File: src/hdl/mipsPkg.sv
// ================================================
// Shared encodings for the execute slice: opcodes,
// funct codes, host address map, instruction views.
// ================================================
package mipsPkg;

    localparam int dataW  = 32;
    localparam int regCnt = 32;

    // Primary opcodes.
    localparam logic [5:0] opAlu      = 6'h00;
    localparam logic [5:0] opBranch   = 6'h01;
    localparam logic [5:0] opJ        = 6'h02;
    localparam logic [5:0] opJal      = 6'h03;
    localparam logic [5:0] opBeq      = 6'h04;
    localparam logic [5:0] opBne      = 6'h05;
    localparam logic [5:0] opBlez     = 6'h06;
    localparam logic [5:0] opBgtz     = 6'h07;
    localparam logic [5:0] opAddi     = 6'h08;
    localparam logic [5:0] opAddiu    = 6'h09;
    localparam logic [5:0] opSlti     = 6'h0A;
    localparam logic [5:0] opSltiu    = 6'h0B;
    localparam logic [5:0] opAndi     = 6'h0C;
    localparam logic [5:0] opOri      = 6'h0D;
    localparam logic [5:0] opXori     = 6'h0E;
    localparam logic [5:0] opLui      = 6'h0F;
    localparam logic [5:0] opSpecial2 = 6'h1C;
    localparam logic [5:0] opLb       = 6'h20;
    localparam logic [5:0] opLh       = 6'h21;
    localparam logic [5:0] opLw       = 6'h23;
    localparam logic [5:0] opLbu      = 6'h24;
    localparam logic [5:0] opLhu      = 6'h25;
    localparam logic [5:0] opSb       = 6'h28;
    localparam logic [5:0] opSh       = 6'h29;
    localparam logic [5:0] opSw       = 6'h2B;

    // Register group funct codes, also the ALU operation codes.
    localparam logic [5:0] fnSll   = 6'h00;
    localparam logic [5:0] fnSrl   = 6'h02;
    localparam logic [5:0] fnSra   = 6'h03;
    localparam logic [5:0] fnSllv  = 6'h04;
    localparam logic [5:0] fnSrlv  = 6'h06;
    localparam logic [5:0] fnSrav  = 6'h07;
    localparam logic [5:0] fnJr    = 6'h08;
    localparam logic [5:0] fnJalr  = 6'h09;
    localparam logic [5:0] fnMovz  = 6'h0A;
    localparam logic [5:0] fnMovn  = 6'h0B;
    localparam logic [5:0] fnMfhi  = 6'h10;
    localparam logic [5:0] fnMthi  = 6'h11;
    localparam logic [5:0] fnMflo  = 6'h12;
    localparam logic [5:0] fnMtlo  = 6'h13;
    localparam logic [5:0] fnMult  = 6'h18;
    localparam logic [5:0] fnMultu = 6'h19;
    localparam logic [5:0] fnAdd   = 6'h20;
    localparam logic [5:0] fnAddu  = 6'h21;
    localparam logic [5:0] fnSub   = 6'h22;
    localparam logic [5:0] fnSubu  = 6'h23;
    localparam logic [5:0] fnAnd   = 6'h24;
    localparam logic [5:0] fnOr    = 6'h25;
    localparam logic [5:0] fnXor   = 6'h26;
    localparam logic [5:0] fnNor   = 6'h27;
    localparam logic [5:0] fnSlt   = 6'h2A;
    localparam logic [5:0] fnSltu  = 6'h2B;

    // Second register group, only valid together with mulOp.
    localparam logic [5:0] fnMadd  = 6'h00;
    localparam logic [5:0] fnMaddu = 6'h01;
    localparam logic [5:0] fnMul   = 6'h02;
    localparam logic [5:0] fnMsub  = 6'h04;
    localparam logic [5:0] fnMsubu = 6'h05;
    localparam logic [5:0] fnClz   = 6'h20;
    localparam logic [5:0] fnClo   = 6'h21;

    // Host word addresses; 0x00 to 0x1F are the registers.
    localparam logic [5:0] adrInstr  = 6'h20;
    localparam logic [5:0] adrHi     = 6'h21;
    localparam logic [5:0] adrLo     = 6'h22;
    localparam logic [5:0] adrStatus = 6'h23;

    typedef struct packed {
        logic [5:0] opcode;
        logic [4:0] rs;
        logic [4:0] rt;
        logic [4:0] rd;
        logic [4:0] shamt;
        logic [5:0] funct;
    } rTypeT;

    typedef struct packed {
        logic [5:0]  opcode;
        logic [4:0]  rs;
        logic [4:0]  rt;
        logic [15:0] imm;
    } iTypeT;

    typedef union packed {
        rTypeT rType;
        iTypeT iType;
    } instrT;

endpackage

File: src/hdl/regFile.sv
// ================================================
// Register file with two asynchronous read ports.
// ================================================
`timescale 1ns/100ps

module regFile (
    input  logic        clk,
    input  logic        arstN,
    input  logic [4:0]  rdAdrA,
    input  logic [4:0]  rdAdrB,
    input  logic [4:0]  wrAdr,
    input  logic        wrEn,
    input  logic [31:0] wrDat,
    output logic [31:0] rdDatA,
    output logic [31:0] rdDatB
);

    logic [mipsPkg::dataW-1:0] regs [mipsPkg::regCnt];

    always_ff @(posedge clk or negedge arstN)
    begin
        if (!arstN)
        begin
            for (int i = 0; i < mipsPkg::regCnt; i++)
                regs[i] <= '0;
        end
        else if (wrEn && wrAdr != 5'd0)
            regs[wrAdr] <= wrDat; // Register 0 is never written.
    end

    assign rdDatA = regs[rdAdrA];
    assign rdDatB = regs[rdAdrB];

endmodule

File: config.mk
export PLATFORM = sky130hd
export DESIGN_NAME = regFile
export DESIGN_NICKNAME = d
export VERILOG_FILES = /design/src/hdl/mipsPkg.sv /design/src/hdl/regFile.sv
export SDC_FILE = /design/constraint.sdc
export NUM_CORES = 2
export LEC_CHECK = 0
export BUFFER_PORTS_ARGS = -buffer_cell sky130_fd_sc_hd__buf_2
export CAP_MARGIN = 20
export CORE_ASPECT_RATIO = 2
export CORE_MARGIN = 8
export CORE_UTILIZATION = 55
export CTS_CLUSTER_SIZE = 28
export DETAILED_ROUTE_END_ITERATION = 6
export GPL_TIMING_DRIVEN = 0
export PLACE_DENSITY = 0.84
export SLEW_MARGIN = 20
export SYNTH_ARGS = -nofsm -noshare
export SYNTH_HDL_FRONTEND = slang
export SYNTH_SLANG_ARGS = --single-unit
File: constraint.sdc
create_clock -name clk -period 1.5 [get_ports clk]
set_clock_uncertainty 0.15 [all_clocks]
set_input_delay 0.15 -clock clk [delete_from_list [all_inputs] [get_ports clk]]
set_output_delay 0.15 -clock clk [all_outputs]
set_load 0.02 [all_outputs]
[After elaboration in Yosys (flattened, before gate mapping)]
Index checks and enable logic that the tools add are counted.
Widths: inputs -> output; s select.
Word-level totals
  register bits after elaboration: 1024
  bits of input ports: 50
  output and inout bits: 64
  logic and storage cells: 51
Operators by class
  $lt $le $gt $ge: 4
  mux-type cells: 9
  bitwise logic cells: 3
  reductions and logical operators: 3
Operator list (number)
  $bwmux 1024: 1
  $bmux 32 s5: 2
  $demux 32 s5: 1
  $mux 32: 5
  $ge 6x6->1 const B: 3
  $not 5->6: 3
  $lt 6x1->1 const B: 1
  $reduce_bool 5->1: 1
  $logic_and 1x1->1: 2

[Depth between registers and ports, before layout]
  word-level depth: 6
  gate-level depth with buffers: 8
  depth with buffers taken out: 5

[Worst setup path before layout]
No wires, ideal clock.
  kind: input -> output
  start: input port rdAdrA[1]
  end: output port rdDatA[11]
  data arrival time: 1.464 ns
  required time: 1.200 ns
  path slack: -0.264 ns
  cell stages on the path: 8
  path buffers: 4
  cells stage by stage: buf_2 buf_4 buf_2 buf_2 mux2i_1 nand2_1 a31oi_1 nand3_1
On the way
  word-level cells in the longest chain between the ends: 4
Ends and longest elaborated chain
  start: declaration: line regFile.sv:9  | input logic [4:0] rdAdrA,
  $not 5->6 (not written as such): line regFile.sv:31  | assign rdDatA = regs[rdAdrA];
  $bmux 32 s5: line regFile.sv:31
  $mux 32 (not written as such) (2 in series): line regFile.sv:31
  end: declaration: line regFile.sv:14  | output logic [31:0] rdDatA,
No other way between the ends. The select of a mux whose other input is x is not followed.

[Final worst setup path]
  start: input port rdAdrA[2]
  end: output port rdDatA[23]
The elaborated chain is that of the path after synthesis.

==> results.toml <==
[clock_tree]
cts_tree = "yes"
clockBufferDepth = 3
clkSlewWorstSetupHoldPaths_ps = 70
cts_made_buffers = 93
clk_latency_ps = 740
htreeDepth = 3
cts-root-buf = "clkbuf_16"
clock-sinks = 1024

[layout]
drive_gt1_share_pct = 36.4
nets = 4917
largest_reg_flops = 1024
reg_top3 = "regs (1024)"
fin_cells = 6291
syn_to_final_growth_pct = 17.8
top_register = "regs"
final_area_mm2 = 0.0659
fillers = 7465
multi_input_area_mm2 = 0.0303
regArea_mm2 = 0.0256

[job]
max_cap_violations = 0

[critical_path]
path_depth = 9
path_delay_family = "buffers and inverters"
r2r_setup_slack_ps = 320
crit_top_cell = "buf_4"
critPathMaxStageDelay_ps = 360
path_buf_inv = 5
startpoint = "rdAdrA[2]"
crit_fanout = 10
reg2reg_from = "regs[955]$_DFFE_PN0P_"
rr_endpoint = "regs[955]$_DFFE_PN0P_"
crit_path_top_delay_cell = "buf_4"
path_cells = "buf_2 > and2_1 > buf_4 > buf_4 > buf_4 > a22oi_1 > nand3_1 > nand3_2 > buf_6"
critPathCapture = "rdDatA[23]"
reg2reg_depth = 3
startpoint_type = "primary input"
cp.arrival_ps = 2240
path_class = "in -> out"
worstPathRequired_ps = 1200
endpoint_kind = "primary output"

[timing]
final_hold_viol_count = 306
timing.slew.headroom_pct = 44.5
period_share_pct = 169
setup_viol = 68
hold_ws_ps = -816
fmax_mhz = 394
setup_ws_ps = -1040
min_period_ps = 2540
slew_viol_final = 0
fin_setup_tns_ps = -59970
tightest_slew_ps = 832
rsz0062_at_grt = "yes"

[floorplanning]
die_area_mm2 = 0.113
core_mm2 = 0.101
die_h_um = 467
initial_core_util_pct = 55.4
ioPinCount = 114
rows = 165
die_x_um = 242

[grt]
grt_max_degree = 136
grt_overflow = 0
grt_pass1_wl_um = 314000
grtUsageTotal_pct = 38.5
antenna_found_initial = 7
grt_pass1_vias = 44400

[synth]
synth_edf_count = 0
syn_area_per_cell_um2 = 12.2
async_flop_share_pct = 100
synth_fp_nets = 4651
ys_seq_elements = 1024
yosysTopAreaCellShare_pct = 45.8
yosys.area.top_type = "dfrtp_1"
seq_area_frac_synth_pct = 45.8
ys.flop_type = "dfrtp_1"
ys_types = 28
mappedNetlistArea_mm2 = 0.0559
netlist_top_cells_area = "dfrtp_1, mux2_2, mux2i_1"
yosysWarnings = 0
synthCells = 4601

[placed_design]
placed_area_mm2 = 0.0604
gp_routability_congestion = 1.07
port_buffers = 111
dp.cells = 6058
dpl.hpwl_um = 162000

[drt]
post_drt_wl_per_cell_um = 35.3
firstDrtPassIters = 7
antenna_left = 0
drt_wl_total_um = 222000
vias = 43000
drc = 2
via_per_inst = 6.83
drt_iter0_drc = 4650

[power]
vdd_drop_max_mv = 1.08
power_leakage_uw = 0.0313
powerDensity_mw_per_mm2 = 1250

[status]
status = "finished, violations left"
violations = "design-rule violations, negative hold slack, negative setup slack"

[min_path]
hold_path_class = "in -> async"
==> through the flow <==
stage | total power, µW | worst slack, ps | utilization, %
floorplan | 49100 | -48.7 | -
global placement | 54000 | -21670 | 59.5
detailed placement | 55000 | -1870 | 59.8
CTS | 81500 | -983 | 65.0
global route | 85000 | -1120 | 65.3
finish | 82500 | -1040 | 65.3
==> area by class of cell <==
type                       instances  share of cell area [%]
antenna                           10                  0.0380
buffer                           471                    5.06
clock buffer                     131                    4.13
clock inverter                    42                   0.706
multi-input combinational       3104                    45.9
sequential                      1024                    38.9
tap                             1336                    2.54
timing repair buffer             173                    2.76
==> routing by layer <==
metal,GRT usage [%],vias up,routed length (µm)
met5,0,-,0
met4,36.5,0,26100
met3,8.69,1061,17600
met2,61.2,2662,102000
met1,42.4,21800,76700
li1,-,17400,-
==> synth_stat cells (4+ instances only) <==
master,instances
a21oi_1,192
mux2i_1,1024
nand2b_1,4
buf_2,111
nand3b_1,4
buf_1,26
a22o_1,128
dfrtp_1,1024
mux2_1,39
nor3_1,65
clkbuf_1,224
mux2_2,953
a22oi_1,192
buf_6,48
buf_4,64
nand2_1,210
nand3_1,194
nor2_4,16
a31oi_1,64
nor2b_1,4
==> cell families (layout without fill, tap and decap cells) <==
| logic type | after synthesis | after routing | synth area share [%] |
|---|---|---|---|
| and+or+nand+nor | 512 | 512 | 4.39 |
| other | 0 | 10 | 0 |
| DFF | 1024 | 1024 | 45.8 |
| muxes | 2016 | 2016 | 38.3 |
| AOI/OAI and AO/OA | 576 | 576 | 7.01 |
| buffers and inverters | 473 | 817 | 4.50 |
==> where the power goes <==
| group | internal (µW) | leakage, µW | switching (µW) |
|---|---|---|---|
| sequential | 32900 | 0.0131 | 4340 |
| clock | 14100 | 0.00155 | 11700 |
| combinational | 9770 | 0.0166 | 9670 |
==> repair_timing <==
item                                    CTS  global route
hold endpoints to repair                553           256
gates resized for setup                 404            66
hold buffers                             32             2
pin swaps                               134           100
cloned                                    4             0
buffers inserted                          7             7
endpoints found under the setup margin  395           282
==> worst min path at each step <==
| stage | startpoint | endpoint | cells past startpoint |
|---|---|---|---|
| after CTS | arstN | regs[964]$_DFFE_PN0P_ | 1 |
| after detailed placement | arstN | regs[964]$_DFFE_PN0P_ | 1 |
| after global placement | regs[1016]$_DFFE_PN0P_ | regs[1016]$_DFFE_PN0P_ | 1 |
| after floorplan | arstN | regs[0]$_DFFE_PN0P_ | 0 |
| after global routing | arstN | regs[964]$_DFFE_PN0P_ | 1 |
| final | arstN | regs[964]$_DFFE_PN0P_ | 1 |
==> layout by cell type (no fill, tap or decap), drive strengths merged, types with 19 or more instances in the layout <==
| master | n |
|---|---|
| a22o | 128 |
| nor2 | 19 |
| buf | 395 |
| dfrtp | 1024 |
| mux2 | 992 |
| a22oi | 192 |
| a31oi | 64 |
| clkinv | 20 |
| nand3 | 194 |
| dlygate4sd3 | 34 |
| nand2 | 210 |
| clkbuf | 343 |
| nor3 | 65 |
| a21oi | 192 |
| mux2i | 1024 |
==> worst register-to-register path, cell delays in order (launching register included) <==
cell	delay, ps
dfrtp_1	400
buf_4	140
buf_4	120
mux2_2	250
No activity file was read; power rests on OpenSTA's default activity.
