### config.mk
export PLATFORM = sky130hd
export DESIGN_NAME = alu
export DESIGN_NICKNAME = d
export VERILOG_FILES = /design/src/hdl/mipsPkg.sv /design/src/hdl/alu.sv
export SDC_FILE = /design/constraint.sdc
export NUM_CORES = 1
export LEC_CHECK = 0
export ABC_AREA = 1
export BUFFER_PORTS_ARGS = -buffer_cell sky130_fd_sc_hd__buf_2
export CORE_AREA = 2 2 162 164
export DETAILED_ROUTE_END_ITERATION = 6
export DIE_AREA = 0 0 164 166
export PLACE_DENSITY = 0.68
export SLEW_MARGIN = 20
export SYNTH_ARGS = -nofsm -noshare
export SYNTH_HDL_FRONTEND = slang
export SYNTH_SLANG_ARGS = --single-unit
### constraint.sdc
create_clock -name vclk -period 2.65
set_input_delay 0.3975 -clock vclk [all_inputs]
set_output_delay 0.3975 -clock vclk [all_outputs]
set_load 0.02 [all_outputs]
### src/hdl/mipsPkg.sv
// ================================================
// Shared encodings for the execute slice: opcodes,
// funct codes, host address map, instruction views.
// ================================================
package mipsPkg;

    localparam int dataW  = 32;
    localparam int regCnt = 32;

    // Primary opcodes.
    localparam logic [5:0] opAlu      = 6'h00;
    localparam logic [5:0] opBranch   = 6'h01;
    localparam logic [5:0] opJ        = 6'h02;
    localparam logic [5:0] opJal      = 6'h03;
    localparam logic [5:0] opBeq      = 6'h04;
    localparam logic [5:0] opBne      = 6'h05;
    localparam logic [5:0] opBlez     = 6'h06;
    localparam logic [5:0] opBgtz     = 6'h07;
    localparam logic [5:0] opAddi     = 6'h08;
    localparam logic [5:0] opAddiu    = 6'h09;
    localparam logic [5:0] opSlti     = 6'h0A;
    localparam logic [5:0] opSltiu    = 6'h0B;
    localparam logic [5:0] opAndi     = 6'h0C;
    localparam logic [5:0] opOri      = 6'h0D;
    localparam logic [5:0] opXori     = 6'h0E;
    localparam logic [5:0] opLui      = 6'h0F;
    localparam logic [5:0] opSpecial2 = 6'h1C;
    localparam logic [5:0] opLb       = 6'h20;
    localparam logic [5:0] opLh       = 6'h21;
    localparam logic [5:0] opLw       = 6'h23;
    localparam logic [5:0] opLbu      = 6'h24;
    localparam logic [5:0] opLhu      = 6'h25;
    localparam logic [5:0] opSb       = 6'h28;
    localparam logic [5:0] opSh       = 6'h29;
    localparam logic [5:0] opSw       = 6'h2B;

    // Register group funct codes, also the ALU operation codes.
    localparam logic [5:0] fnSll   = 6'h00;
    localparam logic [5:0] fnSrl   = 6'h02;
    localparam logic [5:0] fnSra   = 6'h03;
    localparam logic [5:0] fnSllv  = 6'h04;
    localparam logic [5:0] fnSrlv  = 6'h06;
    localparam logic [5:0] fnSrav  = 6'h07;
    localparam logic [5:0] fnJr    = 6'h08;
    localparam logic [5:0] fnJalr  = 6'h09;
    localparam logic [5:0] fnMovz  = 6'h0A;
    localparam logic [5:0] fnMovn  = 6'h0B;
    localparam logic [5:0] fnMfhi  = 6'h10;
    localparam logic [5:0] fnMthi  = 6'h11;
    localparam logic [5:0] fnMflo  = 6'h12;
    localparam logic [5:0] fnMtlo  = 6'h13;
    localparam logic [5:0] fnMult  = 6'h18;
    localparam logic [5:0] fnMultu = 6'h19;
    localparam logic [5:0] fnAdd   = 6'h20;
    localparam logic [5:0] fnAddu  = 6'h21;
    localparam logic [5:0] fnSub   = 6'h22;
    localparam logic [5:0] fnSubu  = 6'h23;
    localparam logic [5:0] fnAnd   = 6'h24;
    localparam logic [5:0] fnOr    = 6'h25;
    localparam logic [5:0] fnXor   = 6'h26;
    localparam logic [5:0] fnNor   = 6'h27;
    localparam logic [5:0] fnSlt   = 6'h2A;
    localparam logic [5:0] fnSltu  = 6'h2B;

    // Second register group, only valid together with mulOp.
    localparam logic [5:0] fnMadd  = 6'h00;
    localparam logic [5:0] fnMaddu = 6'h01;
    localparam logic [5:0] fnMul   = 6'h02;
    localparam logic [5:0] fnMsub  = 6'h04;
    localparam logic [5:0] fnMsubu = 6'h05;
    localparam logic [5:0] fnClz   = 6'h20;
    localparam logic [5:0] fnClo   = 6'h21;

    // Host word addresses; 0x00 to 0x1F are the registers.
    localparam logic [5:0] adrInstr  = 6'h20;
    localparam logic [5:0] adrHi     = 6'h21;
    localparam logic [5:0] adrLo     = 6'h22;
    localparam logic [5:0] adrStatus = 6'h23;

    typedef struct packed {
        logic [5:0] opcode;
        logic [4:0] rs;
        logic [4:0] rt;
        logic [4:0] rd;
        logic [4:0] shamt;
        logic [5:0] funct;
    } rTypeT;

    typedef struct packed {
        logic [5:0]  opcode;
        logic [4:0]  rs;
        logic [4:0]  rt;
        logic [15:0] imm;
    } iTypeT;

    typedef union packed {
        rTypeT rType;
        iTypeT iType;
    } instrT;

endpackage

### src/hdl/alu.sv
// ================================================
// Combinational integer ALU for the register group
// operations, conditional moves and HI/LO reads.
// ================================================
`timescale 1ns/100ps

module alu (
    input  logic [31:0] a,
    input  logic [31:0] b,
    input  logic [31:0] hi,
    input  logic [31:0] lo,
    input  logic [4:0]  shamt,
    input  logic [5:0]  func,
    output logic [31:0] result,
    output logic        writeOk
);

    always_comb
    begin
        result  = '0;
        writeOk = 1'b1;
        case (func)
            mipsPkg::fnAdd, mipsPkg::fnAddu: result = a + b;
            mipsPkg::fnSub, mipsPkg::fnSubu: result = a - b;
            mipsPkg::fnSll:  result = b << shamt;
            mipsPkg::fnSllv: result = b << a[4:0];
            mipsPkg::fnSrl:  result = b >> shamt;
            mipsPkg::fnSrlv: result = b >> a[4:0];
            mipsPkg::fnSra:  result = $signed(b) >>> shamt;
            mipsPkg::fnSrav: result = $signed(b) >>> a[4:0];
            mipsPkg::fnAnd:  result = a & b;
            mipsPkg::fnOr:   result = a | b;
            mipsPkg::fnXor:  result = a ^ b;
            mipsPkg::fnNor:  result = ~(a | b);
            mipsPkg::fnSlt:  result = {31'b0, $signed(a) < $signed(b)};
            mipsPkg::fnSltu: result = {31'b0, a < b};
            mipsPkg::fnMovn:
            begin
                result  = a;
                writeOk = (b != '0); // Write suppressed when rt is zero.
            end
            mipsPkg::fnMovz:
            begin
                result  = a;
                writeOk = (b == '0);
            end
            mipsPkg::fnMfhi: result = hi;
            mipsPkg::fnMflo: result = lo;
            default: ;
        endcase
    end

endmodule

==> results of run 1 <==
-- through the flow --
step | hold slack [ns] | instances | cell area [um^2] | TNS, ns
floorplan | 1.04 | 2474 | 12300 | 0
global placement | 1.26 | 3572 | 18700 | -15.13
detailed placement | 1.26 | 3572 | 18700 | -16.49
CTS | 1.27 | 3632 | 21600 | -8.56
-- repair_timing --
action | 4_1_cts
gates resized for setup | 615
pin swaps | 157
setup buffers | 51
endpoints found under the setup margin | 33
gates cloned | 12
-- routing by layer --
layer	GRT usage	GRT overflow
met5	0.549	3
met4	1.05	377
met3	0.809	18
met2	1.15	900
met1	0.902	27
-- cell usage after synthesis (all sizes together) (11+ instances only) --
library cell / number / area (um^2)
nand2: 772 / 2940
nand3: 464 / 2340
inv: 226 / 851
nor2: 222 / 863
o21ai: 175 / 958
a21oi: 134 / 671
ha: 100 / 1250
buf: 66 / 414
clkbuf: 60 / 225
nand4: 52 / 325
o211ai: 51 / 388
nor3: 34 / 170
o22ai: 20 / 125
a22oi: 12 / 90.1
nor4: 11 / 68.8
-- cell families after synthesis --
group,Yosys count,share of synthesized area
AO/OA/AOI/OAI,448,0.219
XOR/XNOR,1,0.000712
adder cells (fa/ha/maj),102,0.105
buffers and inverters,354,0.122
AND/OR/NAND/NOR,1569,0.553
==> metrics.txt, run 1 <==
status=did not finish; Last stage=global routing (5_1_grt); error msg=[ERROR GRT-0232] Routing congestion too high. Check the congestion heatmap in the GUI.; largest net degree at the start of global routing=25; syn avg cell area=4.97 um^2; Seq/Total Area, Yosys=0; Syn Std Cell Area=0.0123 mm^2; Synth warnings=0; worst_ep grt=result[12]; Ports=172; post-place setup slack=-0.732 ns; Starting Density=0.480; die width=164 um; IO Port Bufs=172; Die H=166 um; Post-DP HPWL=66800 um; # rows=59; worst ep type=primary output; total track usage=0.961; hold_buf cts=0; GPL Wtd Cong=1.21; GR Overflow Total=1325; Mapped Cells=2474; Post-Synthesis Net Count=2715; library cells used by synthesis=51
==> run 2: changes to the inputs <==
CORE_AREA = 2 2 194 196   (was 2 2 162 164)
DIE_AREA = 0 0 196 198   (was 0 0 164 166)
PLACE_DENSITY = unset   (was 0.68)
PLACE_DENSITY_LB_ADDON = 0.15   (was unset)
clock period = 3.44 ns   (was 2.65 ns; I/O delays follow)
==> run 2 against run 1 <==
Effect of this change: the flow now finishes, with violations (negative setup slack); synthesized cell count stayed put; synthesized area stayed put.
==> metrics.txt, run 2 <==
syn avg cell area=4.97 um^2 (unchanged); IO Port Bufs=172 (unchanged); final setup TNS=-0.908 ns; Final WS setup=-0.146 ns; Starting Density=0.333 (-0.147); arrival time worst endpoint=3.07 ns; Mapped Cells=2474 (unchanged); drt wl/cell=27.0 um; worst hold margin=1.55 ns; area of the multi-input gates=0.0121 mm^2; total track usage=0.465; CP startpoint=b[7]; worst vdd ir=0.0937 mV; ranking of synthesized cells by area=nand2_1 (23%), nand3_1 (19%), ha_1 (10%), inv_1 (6.6%), nor2_1 (6.5%); most common cell after layout, fill and taps aside=nand2_1; die width=196 um (+20%); Max Slew Vio Count=0; 1st-iter DRT viols=3071; Die H=198 um (+19%); Syn Std Cell Area=0.0123 mm^2 (unchanged); # rows=71 (+20%); Avg Vias per Cell=6.08; CP Buf/Inv Count=6; CP Class=input pin to output port; Post-DP HPWL=76900 um (+15%); RSZ-0062 raised after global routing=yes; slowest CP cell=ha_4; cell count along the critical path=15; final worst path period share=1.04; slew margin rel.=0.613; maximum clock rate=279 MHz; status=finished, violations left; GPL Wtd Cong=1.12 (-7.8%); routed via count=21.4k; die area=0.0388 mm^2; Max-Cap Viols=0; area leader, netlist=nand2_1; met3 usage=0.110; final hold vios=0; P&R area growth vs syn=54.7%; first-pass GRT wire length=132000 um; Design Power=3.23 mW; GR Util met1=0.613; DR pass1 iterations=6; endpoint type of the worst setup path=output port; Core Region=0.0370 mm^2; commonest cells in the netlist=nand2_1 (757), nand3_1 (462), inv_1 (216); grt peak-use layer=met2; Seq Cell Count=0; DRC Markers=0; final WL=95200 um; Final #Nets=3294; type of element launching the critical path=input pin; Power Dens Cells=170 mW/mm^2; critical path's largest stage delay=0.44 ns; minimum clock period=3.59 ns; final setup violation count=14; # clk buffers=0; largest net degree at the start of global routing=41; Ports=172 (unchanged); Seq/Total Area, Yosys=0 (unchanged); Leakage=9.58 nW; failing checks=negative setup slack; Global Route met2 Usage=0.691; critical path, cell by cell=buf_8, clkinvlp_4, ha_4, inv_4, a21oi_4, buf_6, o21ai_4, a21oi_2, o21ai_2, buf_6, nand3_2, nand2_2, o21ai_2, nand4_1, buf_6; fraction of layout cells with a size suffix above 1=0.337; GR Overflow Total=0; initial antenna violation count=4; Synth warnings=0 (unchanged); Worst path top cell family by delay=buffers and inverters; library cells used by synthesis=51 (unchanged); end of the critical path=result[30]; count leader, synth=nand2_1; Finished Core Util=0.515; crit path max fanout=3; vias in the first global route=19.6k; Synth top area share=0.231 (unchanged); Storage cell area=0 um^2; most frequent cells in the layout=nand2_1 (708), buf_4 (501), nand3_1 (425); hold_buf cts=0 (unchanged); worst min path class=input pin to output port; CP most frequent cell=buf_6; Critical Path RT=2.92 ns; post-place setup slack=-0.500 ns (+0.232 ns); Least-Margin Pin Slew=0.580 ns; Fillers=3935; Routed Antenna Nets=0; Post-Synthesis Net Count=2715 (unchanged)
run 2: logic make-up (layout without fill, tap and decap cells):
family                   after synthesis  after routing  share of synthesized area
XOR/XNOR                               1              1                   0.000712
AO/OA/AOI/OAI                        448            448                      0.219
adder cells (fa/ha/maj)              102            102                      0.105
AND/OR/NAND/NOR                     1569           1570                      0.553
other                                  0              1                          0
buffers and inverters                354            930                      0.122
run 2: worst min path at each step:
| stage | startpoint | to | slack [ns] | depth (start not counted) |
|---|---|---|---|---|
| after floorplan | func[2] | result[0] | 1.31 | 3 |
| after CTS | hi[29] | result[29] | 1.56 | 6 |
| final | hi[29] | result[29] | 1.55 | 6 |
| after detailed placement | hi[29] | result[29] | 1.55 | 6 |
| after global placement | lo[11] | result[11] | 1.54 | 6 |
| after global routing | hi[29] | result[29] | 1.56 | 6 |
run 2: timing repair:
item                                    4_1_cts  5_1_grt
buffers inserted                             11       15
pin swaps                                    27       91
resized for setup                           156      290
endpoints found under the setup margin       29       31
endpoints found under the hold margin         0        0
gates cloned                                  1        6
run 2: stage by stage:
stage | cell area [um^2] | instances
final | 19000 | 3526
after detailed placement | 17100 | 3493
after CTS | 17800 | 3505
after floorplan | 12300 | 2474
after global routing | 19000 | 3525
after global placement | 17100 | 3493
run 2: layout make-up:
class,instances,share of cell area
Antenna cell,1,0.000132
Timing Repair Buffer,701,0.283
Inverter,228,0.0468
Timing Repair inverter,1,0.000329
Tap cell,474,0.0312
Multi-Input combinational cell,2121,0.638
run 2: where the power goes:
part	internal (mW)	switching, mW
Clock	0.0000000121	0
Combinational	1.23	1.99
Sequential	0	0
Total	1.23	1.99
run 2: routing by layer:
layer  up-vias  part of all wire
met5         -           0.00042
met4         4             0.075
met3       353              0.13
met2      1577              0.40
met1      9902              0.40
li1       9588                 -
No activity file was read; power rests on OpenSTA's default activity.
==> run 3: changes to the inputs <==
CORE_AREA = 10 10 202 204   (was 2 2 194 196)
DIE_AREA = 0 0 212 214   (was 0 0 196 198)
==> run 3 against run 2 <==
Effect of this change: largest power group unchanged; highest routed layer unchanged; the flow finishes with violations (design-rule violations, negative setup slack); critical path depth is 1 lower; global-route usage is 8.0 points lower; maximum frequency is 2.5% higher; largest cell class unchanged; critical path type unchanged.
==> metrics.txt, run 3 (synthesis results as in run 2) <==
maximum clock rate=286 MHz (+2.5%); type of element launching the critical path=input pin; Final WS setup=-0.0588 ns (+0.0872 ns); final setup TNS=-0.127 ns (+0.782 ns); arrival time worst endpoint=2.98 ns (-0.09 ns); Design Power=3.23 mW (+0.30%); hold_buf cts=0 (unchanged); diode count=0 (-1); largest net degree at the start of global routing=48 (+17%); # clk buffers=0 (unchanged); area of the multi-input gates=0.0122 mm^2 (+0.57%); worst vdd ir=0.0692 mV (-26%); Storage cell area=0 um^2 (unchanged); Final #Nets=3302 (+0.24%); Max Slew Vio Count=0 (unchanged); IO Port Bufs=172 (unchanged); Die H=214 um (+8.1%); final hold vios=0 (unchanged); 1st-iter DRT viols=3030 (-1.3%); Leakage=9.70 nW (+1.2%); drt wl/cell=26.9 um (-0.28%); slew margin rel.=0.683 (+0.0708); Routed Antenna Nets=0 (unchanged); CP most frequent cell=nand3_1; die width=212 um (+8.2%); # rows=71 (unchanged); critical path, cell by cell=buf_2, inv_1, ha_1, buf_4, nand2_1, nor2_1, inv_1, nor2_1, nand3_1, nand3_1, nand2_1, nand3_1, nand4_1, buf_4; initial antenna violation count=1 (-3); critical path's largest stage delay=0.36 ns (-0.08 ns); GPL Wtd Cong=1.14 (+2.1%); Post-DP HPWL=78200 um (+1.7%); die area=0.0454 mm^2 (+17%); RSZ-0062 raised after global routing=yes; fraction of layout cells with a size suffix above 1=0.349 (+0.0119); vias in the first global route=19.0k (-2.8%); Least-Margin Pin Slew=0.474 ns (-0.106 ns); final worst path period share=1.02 (-0.0253); minimum clock period=3.50 ns (-0.0872 ns); Seq Cell Count=0 (unchanged); P&R area growth vs syn=57.5%; final WL=95100 um (about the same); crit path max fanout=5 (+2); status=finished, violations left; most common cell after layout, fill and taps aside=nand2_1; Finished Core Util=0.523 (+0.00822); slowest CP cell=ha_1; first-pass GRT wire length=130000 um (-1.3%); final setup violation count=6 (-8); total track usage=0.385 (-0.0796); GR Overflow Total=0 (unchanged); CP Class=input pin to output port; DR pass1 iterations=7 (+1); Max-Cap Viols=0 (unchanged); Core Region=0.0370 mm^2 (+0.24%); Fillers=4042 (+2.7%); worst min path class=input pin to output port; post-place setup slack=-0.358 ns (+0.142 ns); failing checks=design-rule violations, negative setup slack; Power Dens Cells=167 mW/mm^2 (-1.5%); Avg Vias per Cell=6.00 (-1.2%); most frequent cells in the layout=nand2_1 (698), buf_4 (492), nand3_1 (406); routed via count=21.2k (-1.0%); Ports=172 (unchanged); Critical Path RT=2.92 ns (about the same); DRC Markers=23 (+23); endpoint type of the worst setup path=output port; Starting Density=0.332 (-0.000798)
[run 3: area by class of cell]
type,count,share of cell area
Inverter,228,0.0463
Multi-Input combinational cell,2122,0.630
Tap cell,474,0.0306
Timing Repair Buffer,709,0.293
[run 3: worst max-delay path: cells and delay by family]
family        cells  cell delay, ns
buf+inv           5            0.76
simple gates      8            1.34
fa+ha+maj         1            0.36
[run 3: final timing paths]
check	startpoint	to	slack, ns	depth (start not counted)
worst min-delay path	lo[11]	result[11]	1.55	6
worst max-delay path	b[22]	result[23]	-0.06	14
[run 3: repair_timing]
action                                  CTS  global route
hold endpoints to repair                  0             0
endpoints found under the setup margin   29            32
gates resized for setup                 146           324
gates cloned                              2            10
buffers inserted                         10            30
pin swaps                                25            79
[run 3: power breakdown]
group	internal, mW	switching [mW]	leakage [nW]
sequential	0	0	0
combinational	1.27	1.96	9.70
clock	0	0	0
total	1.27	1.96	9.70
[run 3: layer usage]
layer,part of all wire,vias up,GRT usage
met5,0.00019,-,0
met4,0.073,2,0.220
met3,0.12,294,0.0864
met2,0.40,1506,0.549
met1,0.41,9806,0.518
li1,-,9600,-
[run 3: through the flow]
| stage | instances | area, um^2 | hold WS [ns] |
|---|---|---|---|
| 2_1_floorplan | 2474 | 12300 | 1.31 |
| 3_3_place_gp | 3481 | 17100 | 1.53 |
| 3_5_place_dp | 3481 | 17100 | 1.55 |
| 4_1_cts | 3493 | 17700 | 1.56 |
| 5_1_grt | 3533 | 19400 | 1.60 |
| 6_report | 3533 | 19400 | 1.55 |
