File: src/hdl/mipsPkg.sv
// ================================================
// Shared encodings for the execute slice: opcodes,
// funct codes, host address map, instruction views.
// ================================================
package mipsPkg;

    localparam int dataW  = 32;
    localparam int regCnt = 32;

    // Primary opcodes.
    localparam logic [5:0] opAlu      = 6'h00;
    localparam logic [5:0] opBranch   = 6'h01;
    localparam logic [5:0] opJ        = 6'h02;
    localparam logic [5:0] opJal      = 6'h03;
    localparam logic [5:0] opBeq      = 6'h04;
    localparam logic [5:0] opBne      = 6'h05;
    localparam logic [5:0] opBlez     = 6'h06;
    localparam logic [5:0] opBgtz     = 6'h07;
    localparam logic [5:0] opAddi     = 6'h08;
    localparam logic [5:0] opAddiu    = 6'h09;
    localparam logic [5:0] opSlti     = 6'h0A;
    localparam logic [5:0] opSltiu    = 6'h0B;
    localparam logic [5:0] opAndi     = 6'h0C;
    localparam logic [5:0] opOri      = 6'h0D;
    localparam logic [5:0] opXori     = 6'h0E;
    localparam logic [5:0] opLui      = 6'h0F;
    localparam logic [5:0] opSpecial2 = 6'h1C;
    localparam logic [5:0] opLb       = 6'h20;
    localparam logic [5:0] opLh       = 6'h21;
    localparam logic [5:0] opLw       = 6'h23;
    localparam logic [5:0] opLbu      = 6'h24;
    localparam logic [5:0] opLhu      = 6'h25;
    localparam logic [5:0] opSb       = 6'h28;
    localparam logic [5:0] opSh       = 6'h29;
    localparam logic [5:0] opSw       = 6'h2B;

    // Register group funct codes, also the ALU operation codes.
    localparam logic [5:0] fnSll   = 6'h00;
    localparam logic [5:0] fnSrl   = 6'h02;
    localparam logic [5:0] fnSra   = 6'h03;
    localparam logic [5:0] fnSllv  = 6'h04;
    localparam logic [5:0] fnSrlv  = 6'h06;
    localparam logic [5:0] fnSrav  = 6'h07;
    localparam logic [5:0] fnJr    = 6'h08;
    localparam logic [5:0] fnJalr  = 6'h09;
    localparam logic [5:0] fnMovz  = 6'h0A;
    localparam logic [5:0] fnMovn  = 6'h0B;
    localparam logic [5:0] fnMfhi  = 6'h10;
    localparam logic [5:0] fnMthi  = 6'h11;
    localparam logic [5:0] fnMflo  = 6'h12;
    localparam logic [5:0] fnMtlo  = 6'h13;
    localparam logic [5:0] fnMult  = 6'h18;
    localparam logic [5:0] fnMultu = 6'h19;
    localparam logic [5:0] fnAdd   = 6'h20;
    localparam logic [5:0] fnAddu  = 6'h21;
    localparam logic [5:0] fnSub   = 6'h22;
    localparam logic [5:0] fnSubu  = 6'h23;
    localparam logic [5:0] fnAnd   = 6'h24;
    localparam logic [5:0] fnOr    = 6'h25;
    localparam logic [5:0] fnXor   = 6'h26;
    localparam logic [5:0] fnNor   = 6'h27;
    localparam logic [5:0] fnSlt   = 6'h2A;
    localparam logic [5:0] fnSltu  = 6'h2B;

    // Second register group, only valid together with mulOp.
    localparam logic [5:0] fnMadd  = 6'h00;
    localparam logic [5:0] fnMaddu = 6'h01;
    localparam logic [5:0] fnMul   = 6'h02;
    localparam logic [5:0] fnMsub  = 6'h04;
    localparam logic [5:0] fnMsubu = 6'h05;
    localparam logic [5:0] fnClz   = 6'h20;
    localparam logic [5:0] fnClo   = 6'h21;

    // Host word addresses; 0x00 to 0x1F are the registers.
    localparam logic [5:0] adrInstr  = 6'h20;
    localparam logic [5:0] adrHi     = 6'h21;
    localparam logic [5:0] adrLo     = 6'h22;
    localparam logic [5:0] adrStatus = 6'h23;

    typedef struct packed {
        logic [5:0] opcode;
        logic [4:0] rs;
        logic [4:0] rt;
        logic [4:0] rd;
        logic [4:0] shamt;
        logic [5:0] funct;
    } rTypeT;

    typedef struct packed {
        logic [5:0]  opcode;
        logic [4:0]  rs;
        logic [4:0]  rt;
        logic [15:0] imm;
    } iTypeT;

    typedef union packed {
        rTypeT rType;
        iTypeT iType;
    } instrT;

endpackage

File: src/hdl/decoder.sv
// ================================================
// Control decoder: opcode and funct to control flags
// and the ALU or multiply operation code.
// ================================================
`timescale 1ns/100ps

module decoder (
    input  logic [5:0] opCode,
    input  logic [5:0] funcCode,
    output logic [1:0] regDst,
    output logic       branch,
    output logic       jump,
    output logic       memRead,
    output logic       aluOp,
    output logic       mulOp,
    output logic       aluSrc,
    output logic       regWrite,
    output logic       shiftSel,
    output logic       unsgnSel,
    output logic [5:0] func
);

    always_comb
    begin
        regDst   = 2'b00;
        branch   = 1'b0;
        jump     = 1'b0;
        memRead  = 1'b0;
        aluOp    = 1'b0;
        mulOp    = 1'b0;
        aluSrc   = 1'b0;
        regWrite = 1'b0;
        shiftSel = 1'b0;
        unsgnSel = 1'b0;
        func     = 6'b000000;

        case (opCode)
            mipsPkg::opAlu:
                case (funcCode)
                    mipsPkg::fnAdd, mipsPkg::fnAddu, mipsPkg::fnSub, mipsPkg::fnSubu,
                    mipsPkg::fnSll, mipsPkg::fnSllv, mipsPkg::fnSra, mipsPkg::fnSrav,
                    mipsPkg::fnSrl, mipsPkg::fnSrlv, mipsPkg::fnAnd, mipsPkg::fnOr,
                    mipsPkg::fnXor, mipsPkg::fnNor, mipsPkg::fnSlt, mipsPkg::fnSltu,
                    mipsPkg::fnMovn, mipsPkg::fnMovz, mipsPkg::fnMfhi, mipsPkg::fnMflo:
                    begin
                        regDst   = 2'b01;
                        func     = funcCode;
                        aluOp    = 1'b1;
                        regWrite = 1'b1;
                    end
                    mipsPkg::fnMult, mipsPkg::fnMultu, mipsPkg::fnMthi, mipsPkg::fnMtlo:
                    begin
                        func  = funcCode; // HI/LO only, no register result.
                        aluOp = 1'b1;
                    end
                    mipsPkg::fnJr:   jump = 1'b1;
                    mipsPkg::fnJalr:
                    begin
                        regDst = 2'b01;
                        jump   = 1'b1;
                    end
                    default: ;
                endcase

            mipsPkg::opSpecial2:
                case (funcCode)
                    mipsPkg::fnMul, mipsPkg::fnClz, mipsPkg::fnClo:
                    begin
                        regDst   = 2'b01;
                        func     = funcCode;
                        mulOp    = 1'b1;
                        regWrite = 1'b1;
                    end
                    mipsPkg::fnMadd, mipsPkg::fnMaddu, mipsPkg::fnMsub, mipsPkg::fnMsubu:
                    begin
                        func  = funcCode;
                        mulOp = 1'b1;
                    end
                    default: ;
                endcase

            mipsPkg::opAddi, mipsPkg::opAddiu, mipsPkg::opSlti, mipsPkg::opSltiu,
            mipsPkg::opAndi, mipsPkg::opOri, mipsPkg::opXori, mipsPkg::opLui:
            begin
                aluOp    = 1'b1;
                aluSrc   = 1'b1;
                regWrite = 1'b1;
                case (opCode)
                    mipsPkg::opAddi:  func = mipsPkg::fnAdd;
                    mipsPkg::opAddiu: func = mipsPkg::fnAddu;
                    mipsPkg::opSlti:  func = mipsPkg::fnSlt;
                    mipsPkg::opSltiu: func = mipsPkg::fnSltu;
                    mipsPkg::opLui:
                    begin
                        func     = mipsPkg::fnAdd; // rs is zero in a LUI word.
                        shiftSel = 1'b1;
                    end
                    default:
                    begin
                        unsgnSel = 1'b1; // Logical immediates zero-extend.
                        func     = (opCode == mipsPkg::opAndi) ? mipsPkg::fnAnd :
                                   (opCode == mipsPkg::opOri)  ? mipsPkg::fnOr  :
                                                                 mipsPkg::fnXor;
                    end
                endcase
            end

            mipsPkg::opBranch, mipsPkg::opBeq, mipsPkg::opBne,
            mipsPkg::opBlez, mipsPkg::opBgtz:
            begin
                branch = 1'b1;
                aluSrc = 1'b1;
            end

            mipsPkg::opJ: jump = 1'b1;
            mipsPkg::opJal:
            begin
                regDst = 2'b10; // Link register.
                jump   = 1'b1;
            end

            mipsPkg::opLb, mipsPkg::opLh, mipsPkg::opLw, mipsPkg::opLbu, mipsPkg::opLhu:
            begin
                memRead = 1'b1;
                aluSrc  = 1'b1;
            end

            mipsPkg::opSb, mipsPkg::opSh, mipsPkg::opSw: ; // Stores are not executed.
            default: ;
        endcase
    end

endmodule

File: config.mk
export PLATFORM = sky130hd
export DESIGN_NAME = decoder
export DESIGN_NICKNAME = d
export VERILOG_FILES = /design/src/hdl/mipsPkg.sv /design/src/hdl/decoder.sv
export SDC_FILE = /design/constraint.sdc
export NUM_CORES = 1
export LEC_CHECK = 0
export ABC_CLOCK_PERIOD_IN_PS = 1850
export BUFFER_PORTS_ARGS = -buffer_cell sky130_fd_sc_hd__buf_2
export CORE_AREA = 2 2 39 41
export DETAILED_ROUTE_END_ITERATION = 10
export DIE_AREA = 0 0 41 43
export SLEW_MARGIN = 20
export SYNTH_ARGS = -nofsm -noshare
export SYNTH_HDL_FRONTEND = slang
export SYNTH_SLANG_ARGS = --single-unit
File: constraint.sdc
create_clock -name vclk -period 1.85
set_clock_uncertainty 0.2 [all_clocks]
set_input_delay 0 -clock vclk [all_inputs]
set_output_delay 0 -clock vclk [all_outputs]
set_load 0.1 [all_outputs]
## Word-level counts from Yosys, hierarchy flattened

Index checks and enable logic that the tools add are counted.

- Input port bits: 12
- Word-level logic and storage cells: 88
- Output and inout bits: 17
- Flip-flop bits (word level): 0

- Reduce and logical (&&, ||, !) cells: 15
- Muxes and demuxes: 25
- Equal/unequal tests: 48

Operators by type and width:

| cell | count |
|---|---|
| $eq 6x6->1 const B | 15 |
| $eq 6x4->1 const B | 12 |
| $eq 6x3->1 const B | 8 |
| $eq 6x5->1 const B | 7 |
| $eq 6x2->1 const B | 4 |
| $reduce_or 24->1 | 1 |
| $reduce_or 21->1 | 1 |
| $reduce_or 20->1 | 1 |
| $pmux 6 s3 | 1 |
| $reduce_or 18->1 | 1 |
| $pmux 4 s4 | 1 |
| $mux 1 | 15 |
| $reduce_or 5->1 | 3 |
| $eq 6x1->1 const B | 2 |
| $logic_not 6->1 | 2 |
| $mux 6 | 2 |
| $reduce_or 8->1 | 1 |
| $reduce_or 7->1 | 1 |
| $pmux 2 s3 | 1 |
| $reduce_or 2->1 | 3 |
| $mux 2 | 2 |
| $pmux 1 s2 | 2 |
| $pmux 1 s3 | 1 |
| $reduce_or 3->1 | 1 |

## Depth between registers and ports, before layout

Gate-level depths: netlist of run 1.

- Depth in word-level cells: 5
- Mapped depth: 5
- Gate-level depth less buffers: 4

## Worst setup path before layout of run 1

No wires, ideal clock.

- Kind: input to output
- Start point: input port opCode[0]
- End point: output port aluSrc
- Slack: -2.766 ns
- Path buffers: 1
- Data arrival time: 4.416 ns
- Required time: 1.650 ns
- Stages: 4
- Cell sequence: clkbuf_1 a21oi_1 nor4b_1 or3_1

- Word-level cells in the longest chain between the ends: 3
- Elaborated cells between the ends (all ways): 20
- Classes of those cells: eq/ne: 18; mux: 1; reduce/logical: 1

RTL lines:

| element | line | source |
|---|---|---|
| start, declared | decoder.sv:8 | `input logic [5:0] opCode,` |
| $eq 6x4->1, or another cell as far along | decoder.sv:37 | `case (opCode)` |
| $reduce_or 18->1 (no source line) * | -- |  |
| $mux 1 * | decoder.sv:37 |  |
| end, declared | decoder.sv:16 | `output logic aluSrc,` |

Mark *: on every way between the ends. The rest lies on a longest branch, timed or not.

## Final worst setup path of run 1

- Start point: input port opCode[5]
- End point: output port func[0]

- Word-level cells in the longest chain between the ends: 5
- Elaborated cells between the ends (all ways): 16
- Classes of those cells: eq/ne: 9; mux: 4; reduce/logical: 3

RTL lines:

| element | line | source |
|---|---|---|
| $eq 6x4->1 | decoder.sv:37, decoder.sv:102 |  |
| $mux 2 | decoder.sv:102 | `(opCode == mipsPkg::opOri) ? mipsPkg::fnOr :` |
| $mux 2 | decoder.sv:101 | `func = (opCode == mipsPkg::opAndi) ? mipsPkg::fnAnd :` |
| $pmux 4 s4 | decoder.sv:88 | `case (opCode)` |
| $pmux 6 s3 * | decoder.sv:37 |  |
| end, declared | decoder.sv:20 | `output logic [5:0] func` |

Marks and branches as above.

==> impl_metrics.ini, run 1 <==
[die]
die_area_um2 = 1763
ios = 29
die_y_um = 43
die_x_um = 41
start_util_pct = 27.58
row_count = 14
core_um2 = 1384

[cells_and_area]
nClkBuffers = 0
layout-drive-gt1-share_pct = 54.74
mostFrequentLayoutCells = buf_2 (20), buf_12 (9)
seq_cells = 0
area_growth_syn_to_layout_pct = 115.4
diodes = 0
nets = 109
register_area_um2 = 0
final_util_pct = 59.40
final_common_cell = buf_2
nFillCells = 118

[synthesis]
syn-num-nets = 74
avgSynthCellArea_um2 = 6.155
yosysSeqAreaShare_pct = 0
synth.area.top_cells = a21oi_1 (9.2%), a2111oi_4 (7.2%), inv_1 (5.9%)
synthSimpleGateAreaFrac_pct = 43.93
muxShareOfSynthArea_pct = 0
synth_compound_area_share_pct = 48.20
synthXorXnorAreaFrac_pct = 0
synth_cell_types = 33
synthAdderAreaFrac_pct = 0
synth_top_family_by_area = compound AO/OA/AOI/OAI gates
synth_top_area_cell = a21oi_1
syn_area_um2 = 381.6
synth_cells = 62
ys_warn_count = 0
synth_top_area_share_pct = 9.180

[power]
powerDensity_nw_per_um2 = 245.4
vdd_drop_max_v = 0.0001549
leakage_nw = 0.3680

[grt]
grt_pass1_wl_um = 2145
track_usage_pct = 16.28
antenna_found_initial = 0
grt_pass1_vias = 505
grt-ovfl-total = 0
grt_max_degree = 10

[setup_path]
worstPathRequired_ps = 1650
cp_slowest_cell = or4_4
startpoint_type = primary input
end_kind = output pin
cp_max_fo = 5
cpPeakStageDelay_ps = 570
crit_chain = buf_2, or4_4, a2111oi_4, buf_4, a21oi_4, o21ai_4, buf_12
cp.arrival_ps = 1620
path_class = primary input to output pin
setup.worst_path.start = opCode[5]

[cts]
post_cts_buffers = 0
cts_resized = 0
postCtsHoldBufs = 0

[timing]
finalCritPeriodShare_pct = 98.21
relSlewSlack_pct = 67.69
max_slew.worst_pin.slew_ps = 488.0
fmax_ghz = 0.5504
whs_ps = 241.9
period_minus_slack_ps = 1817
layout_setup_ws_ps = 33.02
hold_viol = 0
final-setup-viol-count = 0
drv_slew = 0

[detailed_routing]
drt_iter0_markers = 16
wl_um = 1300
wl_per_cell_um = 11.71
drt.antenna.violating_nets = 0
drc = 0
vias_per_cell = 5.315
firstDrtPassIters = 4
vias = 590

[outcome]
status = completed

[worst_hold_path]
holdCritPathClass = primary input to output pin
hold_path.startpoint = funcCode[0]
hold_end = func[0]
hold_path_depth = 4

[placed_design]
hpwl_um = 1105
dp_slack_ps = 50.04
gp_congestion = 0.7920
portBuffers = 29

[job]
cap_viol_max_count = 0
## cells by family (layout without fill, tap and decap cells)
family,Yosys count,after routing
AOI/OAI and AO/OA,24,24
buffers and inverters,8,41
and+or+nand+nor,30,30
## cell usage after synthesis (2+ instances only)
master / count
o211ai_1: 2
clkbuf_1: 2
o21ai_1: 3
inv_1: 6
nand2_1: 6
nor2b_1: 2
nor4_1: 2
nor3b_1: 2
a21o_1: 2
a21oi_1: 7
nor2_1: 6
## critical path: cells and delay by family
kind | cells | cell delay [ps]
AO/OA/AOI/OAI | 3 | 560
buffers and inverters | 3 | 490
AND/OR/NAND/NOR | 1 | 570
## layout make-up
type | count | area (um2) | area share (%)
Inverter | 6 | 22.52 | 2.740
Multi-Input combinational cell | 54 | 454.2 | 55.25
Tap cell | 16 | 20.02 | 2.435
Timing Repair Buffer | 35 | 325.3 | 39.57
## worst max path at each step
stage | to | slack [ps] | cells after the start
after CTS | func[0] | 50 | 6
after global routing | func[0] | -3 | 7
after global placement | func[0] | 100 | 6
after floorplan | regWrite | -630 | 3
after detailed placement | func[0] | 50 | 6
final | func[0] | 30 | 7
## metal layers
metal	global-route usage, %	routed length (um)	vias up	part of all wire [%]
met2	27.81	660	21	51
met1	22.47	536	270	41
met4	0	0	0	0
li1	-	-	299	-
met3	1.571	103	0	7.9
met5	0	0	-	0
## power by group
part / internal, mW / leakage, nW / switching, mW
clock: 0 / 0 / 0
combinational: 0.0632 / 0.368 / 0.139
sequential: 0 / 0 / 0
total: 0.0632 / 0.368 / 0.139
## stage by stage
stage / power, mW / setup TNS (ps) / area [um2] / instances
after floorplan: 0.1290 / -1775 / 485.5 / 62
after global placement: 0.2013 / 0 / 814.5 / 110
after detailed placement: 0.2017 / 0 / 814.5 / 110
after CTS: 0.2019 / 0 / 814.5 / 110
after global routing: 0.2140 / -3.232 / 822.0 / 111
final: 0.2018 / 0 / 822.0 / 111
Note: power is estimated with default switching activity, not from simulation.
==> inputs of run 2 (changes only) <==
--- a/config.mk
+++ b/config.mk
@@ -5,11 +5,11 @@
 export SDC_FILE = /design/constraint.sdc
 export NUM_CORES = 1
 export LEC_CHECK = 0
-export ABC_CLOCK_PERIOD_IN_PS = 1850
-export BUFFER_PORTS_ARGS = -buffer_cell sky130_fd_sc_hd__buf_2
+export ABC_CLOCK_PERIOD_IN_PS = 2200
 export CORE_AREA = 2 2 39 41
 export DETAILED_ROUTE_END_ITERATION = 10
 export DIE_AREA = 0 0 41 43
+export DONT_BUFFER_PORTS = 1
 export SLEW_MARGIN = 20
 export SYNTH_ARGS = -nofsm -noshare
 export SYNTH_HDL_FRONTEND = slang
==> constraint.sdc (replaced) <==
create_clock -name vclk -period 2.2
set_clock_uncertainty 0.2 [all_clocks]
set_input_delay 0 -clock vclk [all_inputs]
set_output_delay 0 -clock vclk [all_outputs]
set_load 0.1 [all_outputs]
==> run 2 against run 1 <==
Die area did not move. Hold slack worse by 230 ps. Via count decreased by 7.1%. Setup slack better by 380 ps. Count of clock-buffer cells in the layout stayed put. Final area fell by 19%. Critical endpoint is now func[2]. Largest cell class unchanged.
==> impl_metrics.ini, run 2 (synthesis gave the netlist of run 1 again) <==
[outcome]
status = completed

[placed_design]
postPlaceCellArea_um2 = 664.4
portBuffers = 0
hpwl_um = 1093
gp_congestion = 0.9162

[cells_and_area]
nClkBuffers = 0
seq_cells = 0
nets = 90
mostFrequentLayoutCells = buf_4 (12), inv_1 (6), nand2_1 (6)
design_area_um2 = 664.4
final_common_cell = buf_4
area_growth_syn_to_layout_pct = 74.10
register_area_um2 = 0
diodes = 0
layout-drive-gt1-share_pct = 43.42

[grt]
grt-ovfl-total = 0
grt_pass1_vias = 447
grt_max_degree = 10
antenna_found_initial = 0
grt_pass1_wl_um = 1925
track_usage_pct = 14.69

[detailed_routing]
drt.antenna.violating_nets = 0
vias_per_cell = 5.957
top_layer = met3
wl_met2_um = 613
vias = 548
met1_length_um = 556
firstDrtPassIters = 4
drc = 0
wl_um = 1288
wl_per_cell_um = 14.00
drt_iter0_markers = 15
route.met3.wl_um = 118

[setup_path]
cp_max_fo = 6
path_class = primary input to output pin
worstPathRequired_ps = 2000
crit_end = func[2]
startpoint_type = primary input
cp.arrival_ps = 1580
setup.worst_path.start = opCode[5]
end_kind = output pin

[timing]
final-setup-viol-count = 0
fmax_ghz = 0.5602
grt_setup_unrepaired = false
period_minus_slack_ps = 1785
drv_slew = 0
hold_viol = 0
finalCritPeriodShare_pct = 81.13
max_slew.worst_pin.slew_ps = 1064
relSlewSlack_pct = 29.27

[power]
p_comb_share_pct = 100.0
p_sw_uw = 91.48
vdd_drop_max_v = 0.0001426
seqPwrFrac_pct = 0
netSwitchingFraction_pct = 69.06
p_clk_share_pct = 0
p_total_uw = 132.5
leakage_nw = 0.2711
powerDensity_nw_per_um2 = 199.4
internal_power_uw = 40.98

[die]
die_x_um = 41
ios = 29
core_um2 = 1384
die_y_um = 43
start_util_pct = 27.58
die_area_um2 = 1763
row_count = 14

[cts]
cts_resized = 0
postCtsHoldBufs = 0
post_cts_buffers = 0

[worst_hold_path]
holdCritPathClass = primary input to output pin

[job]
cap_viol_max_count = 0
==> run 2: final cells by class <==
type | count | area [um2]
fillers | 134 | 719.4
multi-input cells | 54 | 446.7
repair buffers | 16 | 175.2
inverters | 6 | 22.52
well taps | 16 | 20.02
==> run 2: worst max-delay path, cell delays in order <==
cell       delay (ps)
or4_4             570
a2111oi_4         400
a21oi_2           190
o21bai_4          130
buf_4             290
==> run 2: worst min path at each step <==
stage                   start      end  slack [ps]  depth (start not counted)
finish              opCode[2]  func[3]          20                          1
global route        opCode[2]  func[3]          20                          1
CTS                 opCode[2]  func[3]          20                          1
detailed placement  opCode[2]  func[3]          20                          1
global placement    opCode[2]  func[3]          20                          1
floorplan           opCode[3]   branch         -90                          1
==> run 2: power groups by stage <==
stage          Clock [mW]  Sequential (mW)  Combinational (mW)
2_1_floorplan           0                0               0.107
3_3_place_gp            0                0               0.132
3_5_place_dp            0                0               0.133
4_1_cts                 0                0               0.133
5_1_grt                 0                0               0.139
6_report                0                0               0.132
==> run 2: routing by layer <==
metal | up-vias | GRT usage [%]
li1 | 261 | -
met1 | 259 | 20.57
met2 | 28 | 23.75
met3 | 0 | 2.618
met4 | 0 | 0.6667
met5 | - | 0
==> run 2: per-stage QoR <==
step           utilization [%]  setup TNS [ps]  cells  hold WS, ps  worst slack (ps)
3_3_place_gp             48.01               0     92        18.62             439.5
2_1_floorplan                -          -576.1     62       -88.07            -289.6
6_report                 48.01               0     92        16.80             415.1
5_1_grt                  48.01               0     92        21.95             347.3
3_5_place_dp             48.01               0     92        18.44             405.8
4_1_cts                  48.01               0     92        18.44             408.4
